[config.mk]
export PLATFORM = sky130hd
export DESIGN_NAME = mul_unit_top
export DESIGN_NICKNAME = d
export VERILOG_FILES = /design/src/mul_dp_pkg.sv /design/src/mul_op_pkg.sv /design/src/mul_unit_top.sv /design/src/mul_result_sel.sv /design/src/booth_r4_core.sv /design/src/mul_operand_prep.sv /design/src/mul_issue_ctrl.sv /design/src/mul_req_fifo.sv
export SDC_FILE = /design/constraint.sdc
export NUM_CORES = 2
export LEC_CHECK = 0
export ABC_CLOCK_PERIOD_IN_PS = 13800
export BUFFER_PORTS_ARGS = -buffer_cell sky130_fd_sc_hd__buf_4
export CAP_MARGIN = 25
export CORE_UTILIZATION = 45
export DETAILED_ROUTE_END_ITERATION = 12
export PLACE_DENSITY = 0.65
export SYNTH_ARGS = -nofsm -noshare
export SYNTH_HDL_FRONTEND = slang
export SYNTH_SLANG_ARGS = --single-unit
[constraint.sdc]
create_clock -name clk -period 13.8 [get_ports clk]
set_input_delay 2.76 -clock clk [delete_from_list [all_inputs] [get_ports clk]]
set_output_delay 2.76 -clock clk [all_outputs]
set_load 0.02 [all_outputs]
[src/mul_dp_pkg.sv]
package mul_dp_pkg;

	localparam int XLEN   = 64;
	localparam int EXT_W  = XLEN + 2;    // multiplier plus two sign bits
	localparam int PROD_W = 2 * EXT_W - 2; // 130 bit accumulator

	// core sequencing
	typedef enum logic [1:0] {
		IDLE = 2'd0,
		RUN  = 2'd1,
		LAST = 2'd2
	} booth_state_t;

endpackage

[src/mul_op_pkg.sv]
package mul_op_pkg;

	typedef enum logic [2:0] {
		OP_MUL    = 3'd0,
		OP_MULH   = 3'd1,
		OP_MULHSU = 3'd2,
		OP_MULHU  = 3'd3,
		OP_MULW   = 3'd4
	} mul_op_t;

	// low product bits do not depend on signedness, so MUL/MULW go signed
	function automatic logic op_src1_signed(mul_op_t op);
		return op inside {OP_MUL, OP_MULH, OP_MULHSU, OP_MULW};
	endfunction

	function automatic logic op_src2_signed(mul_op_t op);
		return op inside {OP_MUL, OP_MULH, OP_MULW}; // MULHSU rs2 unsigned
	endfunction

	function automatic logic op_takes_high(mul_op_t op);
		return op inside {OP_MULH, OP_MULHSU, OP_MULHU};
	endfunction

endpackage
[src/mul_unit_top.sv]
`timescale 1ns/1ps

module mul_unit_top import mul_op_pkg::*, mul_dp_pkg::*; #(
	parameter int FIFO_DEPTH  = 4,
	parameter int OUT_CREDITS = 2
) (
	input  logic            clk,
	input  logic            rst_n,
	input  logic            in_valid,
	input  mul_op_t         in_op,
	input  logic [XLEN-1:0] in_src1,
	input  logic [XLEN-1:0] in_src2,
	output logic            in_credit,
	output logic            out_valid,
	output logic [XLEN-1:0] out_result,
	input  logic            out_credit
);
	logic              head_valid;
	mul_op_t           head_op;
	logic [XLEN-1:0]   head_src1;
	logic [XLEN-1:0]   head_src2;
	logic              pop;
	logic              core_busy;
	logic              start;
	logic [PROD_W-1:0] mcand;
	logic [EXT_W-1:0]  mplier;
	mul_op_t           op_q;
	logic              done;
	logic [PROD_W-1:0] product;

	mul_req_fifo #(.DEPTH(FIFO_DEPTH)) u_req_fifo (
		.clk(clk), .rst_n(rst_n),
		.push(in_valid), .push_op(in_op), .push_src1(in_src1), .push_src2(in_src2),
		.pop(pop), .head_valid(head_valid), .head_op(head_op),
		.head_src1(head_src1), .head_src2(head_src2), .in_credit(in_credit)
	);

	mul_issue_ctrl #(.OUT_CREDITS(OUT_CREDITS)) u_issue_ctrl (
		.clk(clk), .rst_n(rst_n), .head_valid(head_valid),
		.core_busy(core_busy), .out_credit(out_credit), .pop(pop)
	);

	mul_operand_prep u_operand_prep (
		.clk(clk), .rst_n(rst_n), .pop(pop), .head_op(head_op),
		.head_src1(head_src1), .head_src2(head_src2),
		.start(start), .mcand(mcand), .mplier(mplier), .op_q(op_q)
	);

	booth_r4_core u_booth_core (
		.clk(clk), .rst_n(rst_n), .start(start), .mcand(mcand), .mplier(mplier),
		.busy(core_busy), .done(done), .product(product)
	);

	mul_result_sel u_result_sel (
		.clk(clk), .rst_n(rst_n), .done(done), .product(product), .op_q(op_q),
		.out_valid(out_valid), .out_result(out_result)
	);

endmodule

[src/mul_result_sel.sv]
`timescale 1ns/1ps

module mul_result_sel import mul_op_pkg::*, mul_dp_pkg::*; (
	input  logic              clk,
	input  logic              rst_n,
	input  logic              done,
	input  logic [PROD_W-1:0] product,
	input  mul_op_t           op_q,
	output logic              out_valid,
	output logic [XLEN-1:0]   out_result
);
	logic [XLEN-1:0] res_nxt;

	always_comb begin
		if (op_takes_high(op_q))
			res_nxt = product[2*XLEN-1:XLEN];
		else if (op_q == OP_MULW)
			res_nxt = {{(XLEN - 32){product[31]}}, product[31:0]}; // word result
		else
			res_nxt = product[XLEN-1:0];
	end

	always_ff @(posedge clk) begin
		if (done)
			out_result <= res_nxt;
	end

	always_ff @(posedge clk or negedge rst_n) begin
		if (!rst_n)
			out_valid <= 1'b0;
		else
			out_valid <= done;
	end

endmodule

[src/booth_r4_core.sv]
`timescale 1ns/1ps

module booth_r4_core import mul_dp_pkg::*; (
	input  logic              clk,
	input  logic              rst_n,
	input  logic              start,
	input  logic [PROD_W-1:0] mcand,
	input  logic [EXT_W-1:0]  mplier,
	output logic              busy,
	output logic              done,
	output logic [PROD_W-1:0] product
);
	booth_state_t state;
	booth_state_t state_nxt;

	logic [PROD_W-1:0] x;      // multiplicand shifted left by 2 per step
	logic [EXT_W-1:0]  y;      // multiplier bits not yet recoded
	logic              y_prev; // bit below y[0]
	logic [PROD_W-1:0] acc;
	logic [PROD_W-1:0] pp;
	logic [EXT_W-1:0]  y_nxt;
	logic              rest_uniform;

	// radix-4 recoding of {y[1], y[0], y_prev}
	always_comb begin
		case ({y[1:0], y_prev})
			3'b001, 3'b010: pp = x;
			3'b011:         pp = x << 1;
			3'b100:         pp = -(x << 1);
			3'b101, 3'b110: pp = -x;
			default:        pp = '0; // 000 and 111
		endcase
	end

	assign y_nxt = {{2{y[EXT_W-1]}}, y[EXT_W-1:2]}; // arithmetic shift

	// all remaining triplets would be 000 or 111 and add nothing
	assign rest_uniform = (&{y_nxt, y[1]}) || !(|{y_nxt, y[1]});

	always_comb begin
		state_nxt = state;
		case (state)
			IDLE: begin
				if (start)
					state_nxt = RUN;
			end
			RUN: begin
				if (rest_uniform)
					state_nxt = LAST;
			end
			LAST:    state_nxt = IDLE;
			default: state_nxt = IDLE;
		endcase
	end

	always_ff @(posedge clk or negedge rst_n) begin
		if (!rst_n)
			state <= IDLE;
		else
			state <= state_nxt;
	end

	always_ff @(posedge clk) begin
		if (state == IDLE && start) begin
			x      <= mcand;
			y      <= mplier;
			y_prev <= 1'b0;
			acc    <= '0;
		end else if (state == RUN) begin
			acc    <= acc + pp;
			x      <= x << 2;
			y      <= y_nxt;
			y_prev <= y[1];
		end
	end

	// acc is final while in LAST
	assign busy    = (state != IDLE);
	assign done    = (state == LAST);
	assign product = acc;

endmodule

[src/mul_operand_prep.sv]
`timescale 1ns/1ps

module mul_operand_prep import mul_op_pkg::*, mul_dp_pkg::*; (
	input  logic              clk,
	input  logic              rst_n,
	input  logic              pop,
	input  mul_op_t           head_op,
	input  logic [XLEN-1:0]   head_src1,
	input  logic [XLEN-1:0]   head_src2,
	output logic              start,
	output logic [PROD_W-1:0] mcand,
	output logic [EXT_W-1:0]  mplier,
	output mul_op_t           op_q
);
	logic fill1;
	logic fill2;

	// fill bit is the sign only for signed operands
	assign fill1 = op_src1_signed(head_op) & head_src1[XLEN-1];
	assign fill2 = op_src2_signed(head_op) & head_src2[XLEN-1];

	always_ff @(posedge clk) begin
		if (pop) begin
			mcand  <= {{(PROD_W - XLEN){fill1}}, head_src1};
			mplier <= {{(EXT_W - XLEN){fill2}}, head_src2};
			op_q   <= head_op; // held until the result is selected
		end
	end

	always_ff @(posedge clk or negedge rst_n) begin
		if (!rst_n)
			start <= 1'b0;
		else
			start <= pop;
	end

endmodule

[src/mul_issue_ctrl.sv]
`timescale 1ns/1ps

module mul_issue_ctrl #(
	parameter int OUT_CREDITS = 2
) (
	input  logic clk,
	input  logic rst_n,
	input  logic head_valid,
	input  logic core_busy,
	input  logic out_credit,
	output logic pop
);
	localparam int CW = $clog2(OUT_CREDITS + 1);

	logic [CW-1:0] credit_cnt;
	logic          start_pend; // popped but core not yet busy

	// a credit is reserved at issue so the result always has a slot downstream
	assign pop = head_valid && !core_busy && !start_pend && (credit_cnt != '0);

	always_ff @(posedge clk or negedge rst_n) begin
		if (!rst_n) begin
			credit_cnt <= CW'(OUT_CREDITS);
			start_pend <= 1'b0;
		end else begin
			case ({pop, out_credit})
				2'b10:   credit_cnt <= credit_cnt - 1'b1;
				2'b01:   credit_cnt <= credit_cnt + 1'b1;
				default: credit_cnt <= credit_cnt; // both or neither
			endcase
			start_pend <= pop;
		end
	end

endmodule

[src/mul_req_fifo.sv]
`timescale 1ns/1ps

module mul_req_fifo import mul_op_pkg::*, mul_dp_pkg::*; #(
	parameter int DEPTH = 4
) (
	input  logic            clk,
	input  logic            rst_n,
	input  logic            push,
	input  mul_op_t         push_op,
	input  logic [XLEN-1:0] push_src1,
	input  logic [XLEN-1:0] push_src2,
	input  logic            pop,
	output logic            head_valid,
	output mul_op_t         head_op,
	output logic [XLEN-1:0] head_src1,
	output logic [XLEN-1:0] head_src2,
	output logic            in_credit
);
	localparam int AW = (DEPTH > 1) ? $clog2(DEPTH) : 1;
	localparam int CW = $clog2(DEPTH + 1);

	mul_op_t         op_mem   [DEPTH];
	logic [XLEN-1:0] src1_mem [DEPTH];
	logic [XLEN-1:0] src2_mem [DEPTH];
	logic [AW-1:0]   wr_ptr;
	logic [AW-1:0]   rd_ptr;
	logic [CW-1:0]   count;

	function automatic logic [AW-1:0] ptr_inc(logic [AW-1:0] p);
		return (p == AW'(DEPTH - 1)) ? '0 : p + 1'b1; // wraps for any depth
	endfunction

	always_ff @(posedge clk) begin
		if (push) begin
			op_mem[wr_ptr]   <= push_op;
			src1_mem[wr_ptr] <= push_src1;
			src2_mem[wr_ptr] <= push_src2;
		end
	end

	always_ff @(posedge clk or negedge rst_n) begin
		if (!rst_n) begin
			wr_ptr    <= '0;
			rd_ptr    <= '0;
			count     <= '0;
			in_credit <= 1'b0;
		end else begin
			if (push)
				wr_ptr <= ptr_inc(wr_ptr);
			if (pop)
				rd_ptr <= ptr_inc(rd_ptr);
			case ({push, pop})
				2'b10:   count <= count + 1'b1;
				2'b01:   count <= count - 1'b1;
				default: count <= count;
			endcase
			in_credit <= pop; // one credit back per popped entry
		end
	end

	assign head_valid = (count != '0);
	assign head_op    = op_mem[rd_ptr];
	assign head_src1  = src1_mem[rd_ptr];
	assign head_src2  = src2_mem[rd_ptr];

endmodule

# Word-level counts from Yosys, hierarchy flattened
# Memory sizes are Yosys's and may differ from the RTL's.
# Cells that the tools add are included.
# totals
regBits	537
latch_bits	0
ramBits	524
romBits	0
inputBits	135
output_inout_bits	66
elab_cells	93
n_memories	3
# op_classes
add_sub_neg	9
mul	0
div	0
n_lt_le_gt_ge	0
n_eq_ne	23
shift	0
mux	16
bitwise_logic	2
n_reduce_logical	24
# memory_table
name	depth	width	read_ports	rd_clocked_by_memory_dff	write_ports	line_no	text
u_req_fifo.src1_mem	4	64	1	0	1	mul_req_fifo.sv:23	logic [XLEN-1:0] src1_mem [DEPTH];
u_req_fifo.src2_mem	4	64	1	0	1	mul_req_fifo.sv:24	logic [XLEN-1:0] src2_mem [DEPTH];
u_req_fifo.op_mem	4	3	1	0	1	mul_req_fifo.sv:22	mul_op_t op_mem [DEPTH];
# op_table
cell	count
one-hot mux 130 bit (4 select lines)	1
2-to-1 mux 130 bit	2
negator 130 bit	2
adder 130 bit	1
2-to-1 mux 64 bit	2
2-to-1 mux 66 bit	1
2-to-1 mux 65 bit	1
AND reduction 65 bit	1
OR reduction 65 bit	1
equality test 3 x 2 -> 1 bit (second input constant)	5
equality test 3 bit (second input constant)	5
equality test 2 bit (second input constant)	5
nonzero test 2 bit	5
equality test 3 x 1 -> 1 bit (second input constant)	3
nonzero test 3 bit	3
2-to-1 mux 2 bit	4
one-hot mux 2 bit (2 select lines)	2
adder 2 x 1 -> 2 bit (second input constant)	3
equality test 2 x 1 -> 1 bit (second input constant)	3
one-hot mux 3 bit (2 select lines)	1
logical AND 1 bit	4
nonzero test 4 bit	1
OR reduction 2 bit	2
adder 3 x 1 -> 3 bit (second input constant)	1
11 further kinds	15

# Logic depth before layout (Yosys ltp)
# logic_depth
ltp_word	7
ltp_mapped	28
mapped_depth_nobuf	25

# Modules after synthesis
# Synthesis repeated with hierarchy kept, for this count alone.
# unflattened
hier_cells	5157
hier_area_um2	56161.4
# modules_own_cells
mod	instances	cells_per_inst	area_per_inst_um2	seq_area_each_um2
booth_r4_core	1	3971	28818.9	8558.2
mul_req_fifo	1	720	19314.8	15935.3
mul_operand_prep	1	205	4541.9	4018.9
mul_result_sel	1	250	3352.0	1946.9
mul_issue_ctrl	1	11	133.9	76.3

# Least setup slack after synthesis
# OpenSTA, ideal clock, no wires.
# synth_timing
kind	register to register
from	register u_booth_core.state[1]
to	register u_req_fifo.count[2]
setup_time_ns	0.079
arrival_ns	12.007
t_required_ns	13.721
path_slack_ns	1.714
stages_incl_launch_ff	10
path_buffers	0
period_less_slack_ns	12.086
path_cell_list	dfrtp_1 nor2_1 o21ai_0 nor3_1 ha_1 inv_1 fa_1 xor2_1 nor2_1 xor2_1
# synth_between
elab_chain_len	7
elab_cells_between_ends	9
classes_between	2 x eq/ne; 1 x mux; 6 x reduce/logical
# synth_lines
element	line_no	text
start, declared	booth_r4_core.sv:13	booth_state_t state;
start signal, assigned	booth_r4_core.sv:60	state <= state_nxt;
nonzero test 2 bit *	booth_r4_core.sv:78	assign busy = (state != IDLE);
logical NOT 1 bit *	mul_issue_ctrl.sv:19	assign pop = head_valid && !core_busy && !start_pend && (credit_cnt != '0);
logical AND 1 bit * (3 in a row)	mul_issue_ctrl.sv:19	
named net pop	mul_unit_top.sv:22	logic pop;
equality test 2 x 1 -> 1 bit or equality test 2 bit (tied branches)	mul_req_fifo.sv:52	case ({push, pop})
one-hot mux 3 bit (2 select lines) or nonzero test 2 bit (tied branches)	--	
end signal, assigned	mul_req_fifo.sv:53	2'b10: count <= count + 1'b1;
end signal, assigned	mul_req_fifo.sv:54	2'b01: count <= count - 1'b1;
end signal, assigned	mul_req_fifo.sv:55	default: count <= count;
end, declared	mul_req_fifo.sv:27	logic [CW-1:0] count;
# Mark *: on every way through the listed nets, which the timed path passes. The rest lies on a longest branch.
# A chain may end at the register's enable or synchronous reset.

# Worst setup path after layout
# layout_timing
from	register u_booth_core.x[1]
to	register u_booth_core.acc[123], in the netlist u_booth_core.product[123]
# layout_between
elab_chain_len	3
elab_cells_between_ends	4
classes_between	3 x add/sub; 1 x mux
# layout_lines
element	line_no	text
start, declared	booth_r4_core.sv:16	logic [PROD_W-1:0] x;
start signal, assigned	booth_r4_core.sv:65	x <= mcand;
start signal, assigned	booth_r4_core.sv:71	x <= x << 2;
negator 130 bit, on equally long branches	booth_r4_core.sv:30, booth_r4_core.sv:29	
one-hot mux 130 bit (4 select lines) *	booth_r4_core.sv:26	case ({y[1:0], y_prev})
adder 130 bit *	booth_r4_core.sv:70	acc <= acc + pp;
end signal, assigned	booth_r4_core.sv:70	
end, declared	booth_r4_core.sv:19	logic [PROD_W-1:0] acc;
# Mark *: on every way between the ends. The rest lies on a longest branch, timed or not.

==> results.tsv <==
metric	value	unit
uppermost metal layer occupied by signal nets	met5	
largest fanout on the critical path	7	
final hold viol count	0	
HPWL after detailed placement	107000	um
number of port buffers	200	
vias per inst	5.97	
Residual DRC	0	
reg2reg setup slack	5220	ps
count of cells along the worst hold path	2	
maximum number of pins on one net before global-route repair	139	
filler instances	10300	
maximum clock insertion buffer count	3	
CTS Hold Buffers Added	0	
area overhead of the layout relative to synthesis	12.3	%
area of the core	119000	um2
distinct cell type count of the synthesized netlist	87	
length of the first detailed-routing pass in iterations	8	
reg2reg path depth	26	
async set-reset flop share out of synthesis	1.23	%
CP arrival	9230	ps
area of the mapped netlist	54100	um2
Routed WL	156000	um
startpoint-to-endpoint class of the critical path	reg -> reg	
number of antenna violations at the first check in global routing	6	
number of violations of the max-capacitance limit	0	
endpoint of the worst register-to-register path	u_booth_core.product[123]	
final critical-path required period	8580	ps
DRT met1 WL	68500	um
Worst Clk Skew	49.6	ps
Hold Path Origin	u_booth_core.product[12]	
commonest cells after routing, fill and taps aside	edfxtp_1, nand2_1, a21oi_1	
Synth top area share	50.7	%
global placement routability congestion	0.978	
most common library cell in the layout ignoring fill and taps	edfxtp_1	
startpoint of the lowest-slack register-to-register path	u_booth_core.x[1]	
number of endpoints failing setup at the final stage	0	
syn nets	5138	
global-route wire length before repair	234000	um
GRT Resource Usage Total	25.2	%
effective utilization at floorplan	45.6	%
crit path launch type	register	
met2 routed WL	71200	um
HP Class	reg -> reg	
setup repair after global routing missed its margin	no	
share of layout cells above drive strength 1	13.0	%
Die W	349	um
number of H-tree levels	3	
result of the run	finished clean	
area of the die	122000	um2
Clock Root Buffer	clkbuf_16	
Post-synth EDFFs	915	
number of placement rows	126	
number of gates given a new drive strength after cts	0	
count of routing violations after the opening detailed-route iteration	4363	
transition time at the pin with the least slew margin	1040	ps
sum of overflow across all layers after global routing	0	
Slew Limit Fails	0	
leading cell types by total area after synthesis	edfxtp_1, nand2_1, mux4_2, dfxtp_1, a21oi_1	
Mean Syn Cell Area	11.1	um2
clock latency of the later-clocked register in the worst-skew pair	780	ps
net count of the finished layout	5167	
number of primary I/O pins	201	
hold path endpoint	u_booth_core.product[12]	
Slew HR	29.6	%
main flop type after synthesis	edfxtp_1	
TritonCTS clock tree	yes	
element type at the critical path end	register	
setup TNS after final layout	0	ps
vias after detailed routing	39300	
wire length per cell	23.6	um
Cells after Synth	4866	
met3 WL post-DR	11800	um
antenna violation net count after detailed routing	0	
f_max	116	MHz
Inserted Clock Buffers	112	
number of global-route vias before repair	37400	
post-CTS clock slew at the launch and capture registers of the worst setup and hold paths	60	ps
share of the yosys chip area belonging to registers	56.1	%
clock sink count	1057	
largest area contributor in the netlist	edfxtp_1	
vertical die dimension	349	um
flip-flop and latch count after synthesis	1057	
final cycle utilization of the critical path	62.2	%
CP required	14440	ps
total of warnings raised by yosys	0	
Post-CTS Setup Inserts	0	
## state kept, by name, indices dropped and copies added (netlist names), 2 cells and up
register                 cells
u_req_fifo.count             3
u_issue_ctrl.credit_cnt      2
u_result_sel.out_result     64
u_operand_prep.mplier       65
u_operand_prep.op_q          3
u_booth_core.product       128
u_booth_core.state           2
u_req_fifo.src1_mem        256
u_booth_core.x             128
u_req_fifo.src2_mem        256
u_operand_prep.mcand        65
u_req_fifo.wr_ptr            2
u_req_fifo.op_mem           12
u_booth_core.y              66
u_req_fifo.rd_ptr            2
## final cells by class
cell class	count	area (um2)	share of cell area, %
Timing Repair Buffer	251	1930	3.18
Clock buffer	142	3010	4.95
Multi-Input combinational cell	3420	22400	36.8
Clock inverter	67	891	1.47
Inverter	53	211	0.348
Sequential cell	1057	30400	50.0
Tap cell	1600	2000	3.29
Antenna cell	1	2.50	0.00412
## how the worst max path moves through the flow
stage | slack [ps] | to | startpoint | cells past startpoint
detailed placement | 5480 | u_booth_core.product[123] | u_booth_core.x[0] | 26
floorplan | 1710 | u_req_fifo.count[2] | u_booth_core.state[1] | 9
global route | 4880 | u_booth_core.product[123] | u_booth_core.x[0] | 26
finish | 5220 | u_booth_core.product[123] | u_booth_core.x[1] | 26
CTS | 5450 | u_booth_core.product[123] | u_booth_core.x[1] | 26
global placement | 5660 | u_booth_core.product[125] | u_booth_core.x[0] | 25
## through the flow
step	cells	cell area, um2	hold WS [ps]	setup WS [ps]	utilization [%]
floorplan	4866	54100	443	1710	-
global placement	6380	56900	456	5660	47.9
detailed placement	6381	56900	459	5480	47.9
CTS	6590	60800	471	5450	51.2
global route	6591	60800	493	4880	51.2
finish	6591	60800	472	5220	51.2
## synth_stat cells, drive strengths merged, types with 10 or more instances
| cell type | number |
|---|---|
| nand2 | 890 |
| a21oi | 382 |
| o221ai | 18 |
| dfrtp | 12 |
| a211oi | 18 |
| or2 | 15 |
| dfxtp | 129 |
| mux2 | 41 |
| and3 | 22 |
| a22oi | 56 |
| mux2i | 30 |
| ha | 135 |
| nand3 | 57 |
| edfxtp | 915 |
| a21o | 123 |
| o21bai | 33 |
| a31oi | 37 |
| o21ai | 323 |
| nor4 | 49 |
| a221oi | 43 |
| o21a | 11 |
| xor2 | 129 |
| inv | 52 |
| mux4 | 131 |
| nand2b | 30 |
| clkbuf | 266 |
| o211ai | 13 |
| nand4 | 87 |
| buf | 70 |
| o31ai | 21 |
| nor2 | 294 |
| and2 | 14 |
| o22ai | 10 |
| nor3 | 81 |
| a21boi | 12 |
| a221o | 10 |
| xnor2 | 154 |
| or3 | 48 |
| or4 | 21 |
| nor2b | 12 |
## critical path: stages, from the launching register on
cell and delay, ps:
edfxtp_1 440, inv_1 100, ha_1 190, or3b_1 410, or3_1 430, nor4_1 840, nand2_1 110, nor3_1 630
inv_1 150, or3_1 390, nand2_1 100, xnor2_1 90, a221oi_1 350, a31oi_1 160, ha_1 480, nand4_1 200
nor4_1 900, o211ai_1 320, o311ai_0 350, a21oi_1 170, o21ai_0 170, a21oi_1 130, buf_4 200, nor4_1 580
o21ai_0 270, mux2i_1 200, nand3_1 90
## kinds of logic after synthesis
family | count (synthesis) | synth area share (%)
compound gates | 1152 | 13.0
xor+xnor | 283 | 4.58
fa+ha+maj | 137 | 3.19
buf+inv | 389 | 2.76
flops | 1057 | 56.1
mux | 202 | 6.86
simple gates | 1646 | 13.5
## metal layers
metal / GRT usage [%] / vias to the layer above
li1: - / 18100
met2: 39.3 / 1524
met3: 4.35 / 239
met1: 36.0 / 19400
met5: 0 / -
met4: 7.73 / 8
Power is left out: the tool's default activity adds up to more than one toggle a clock period on the data nets, which glitch-free logic cannot reach.
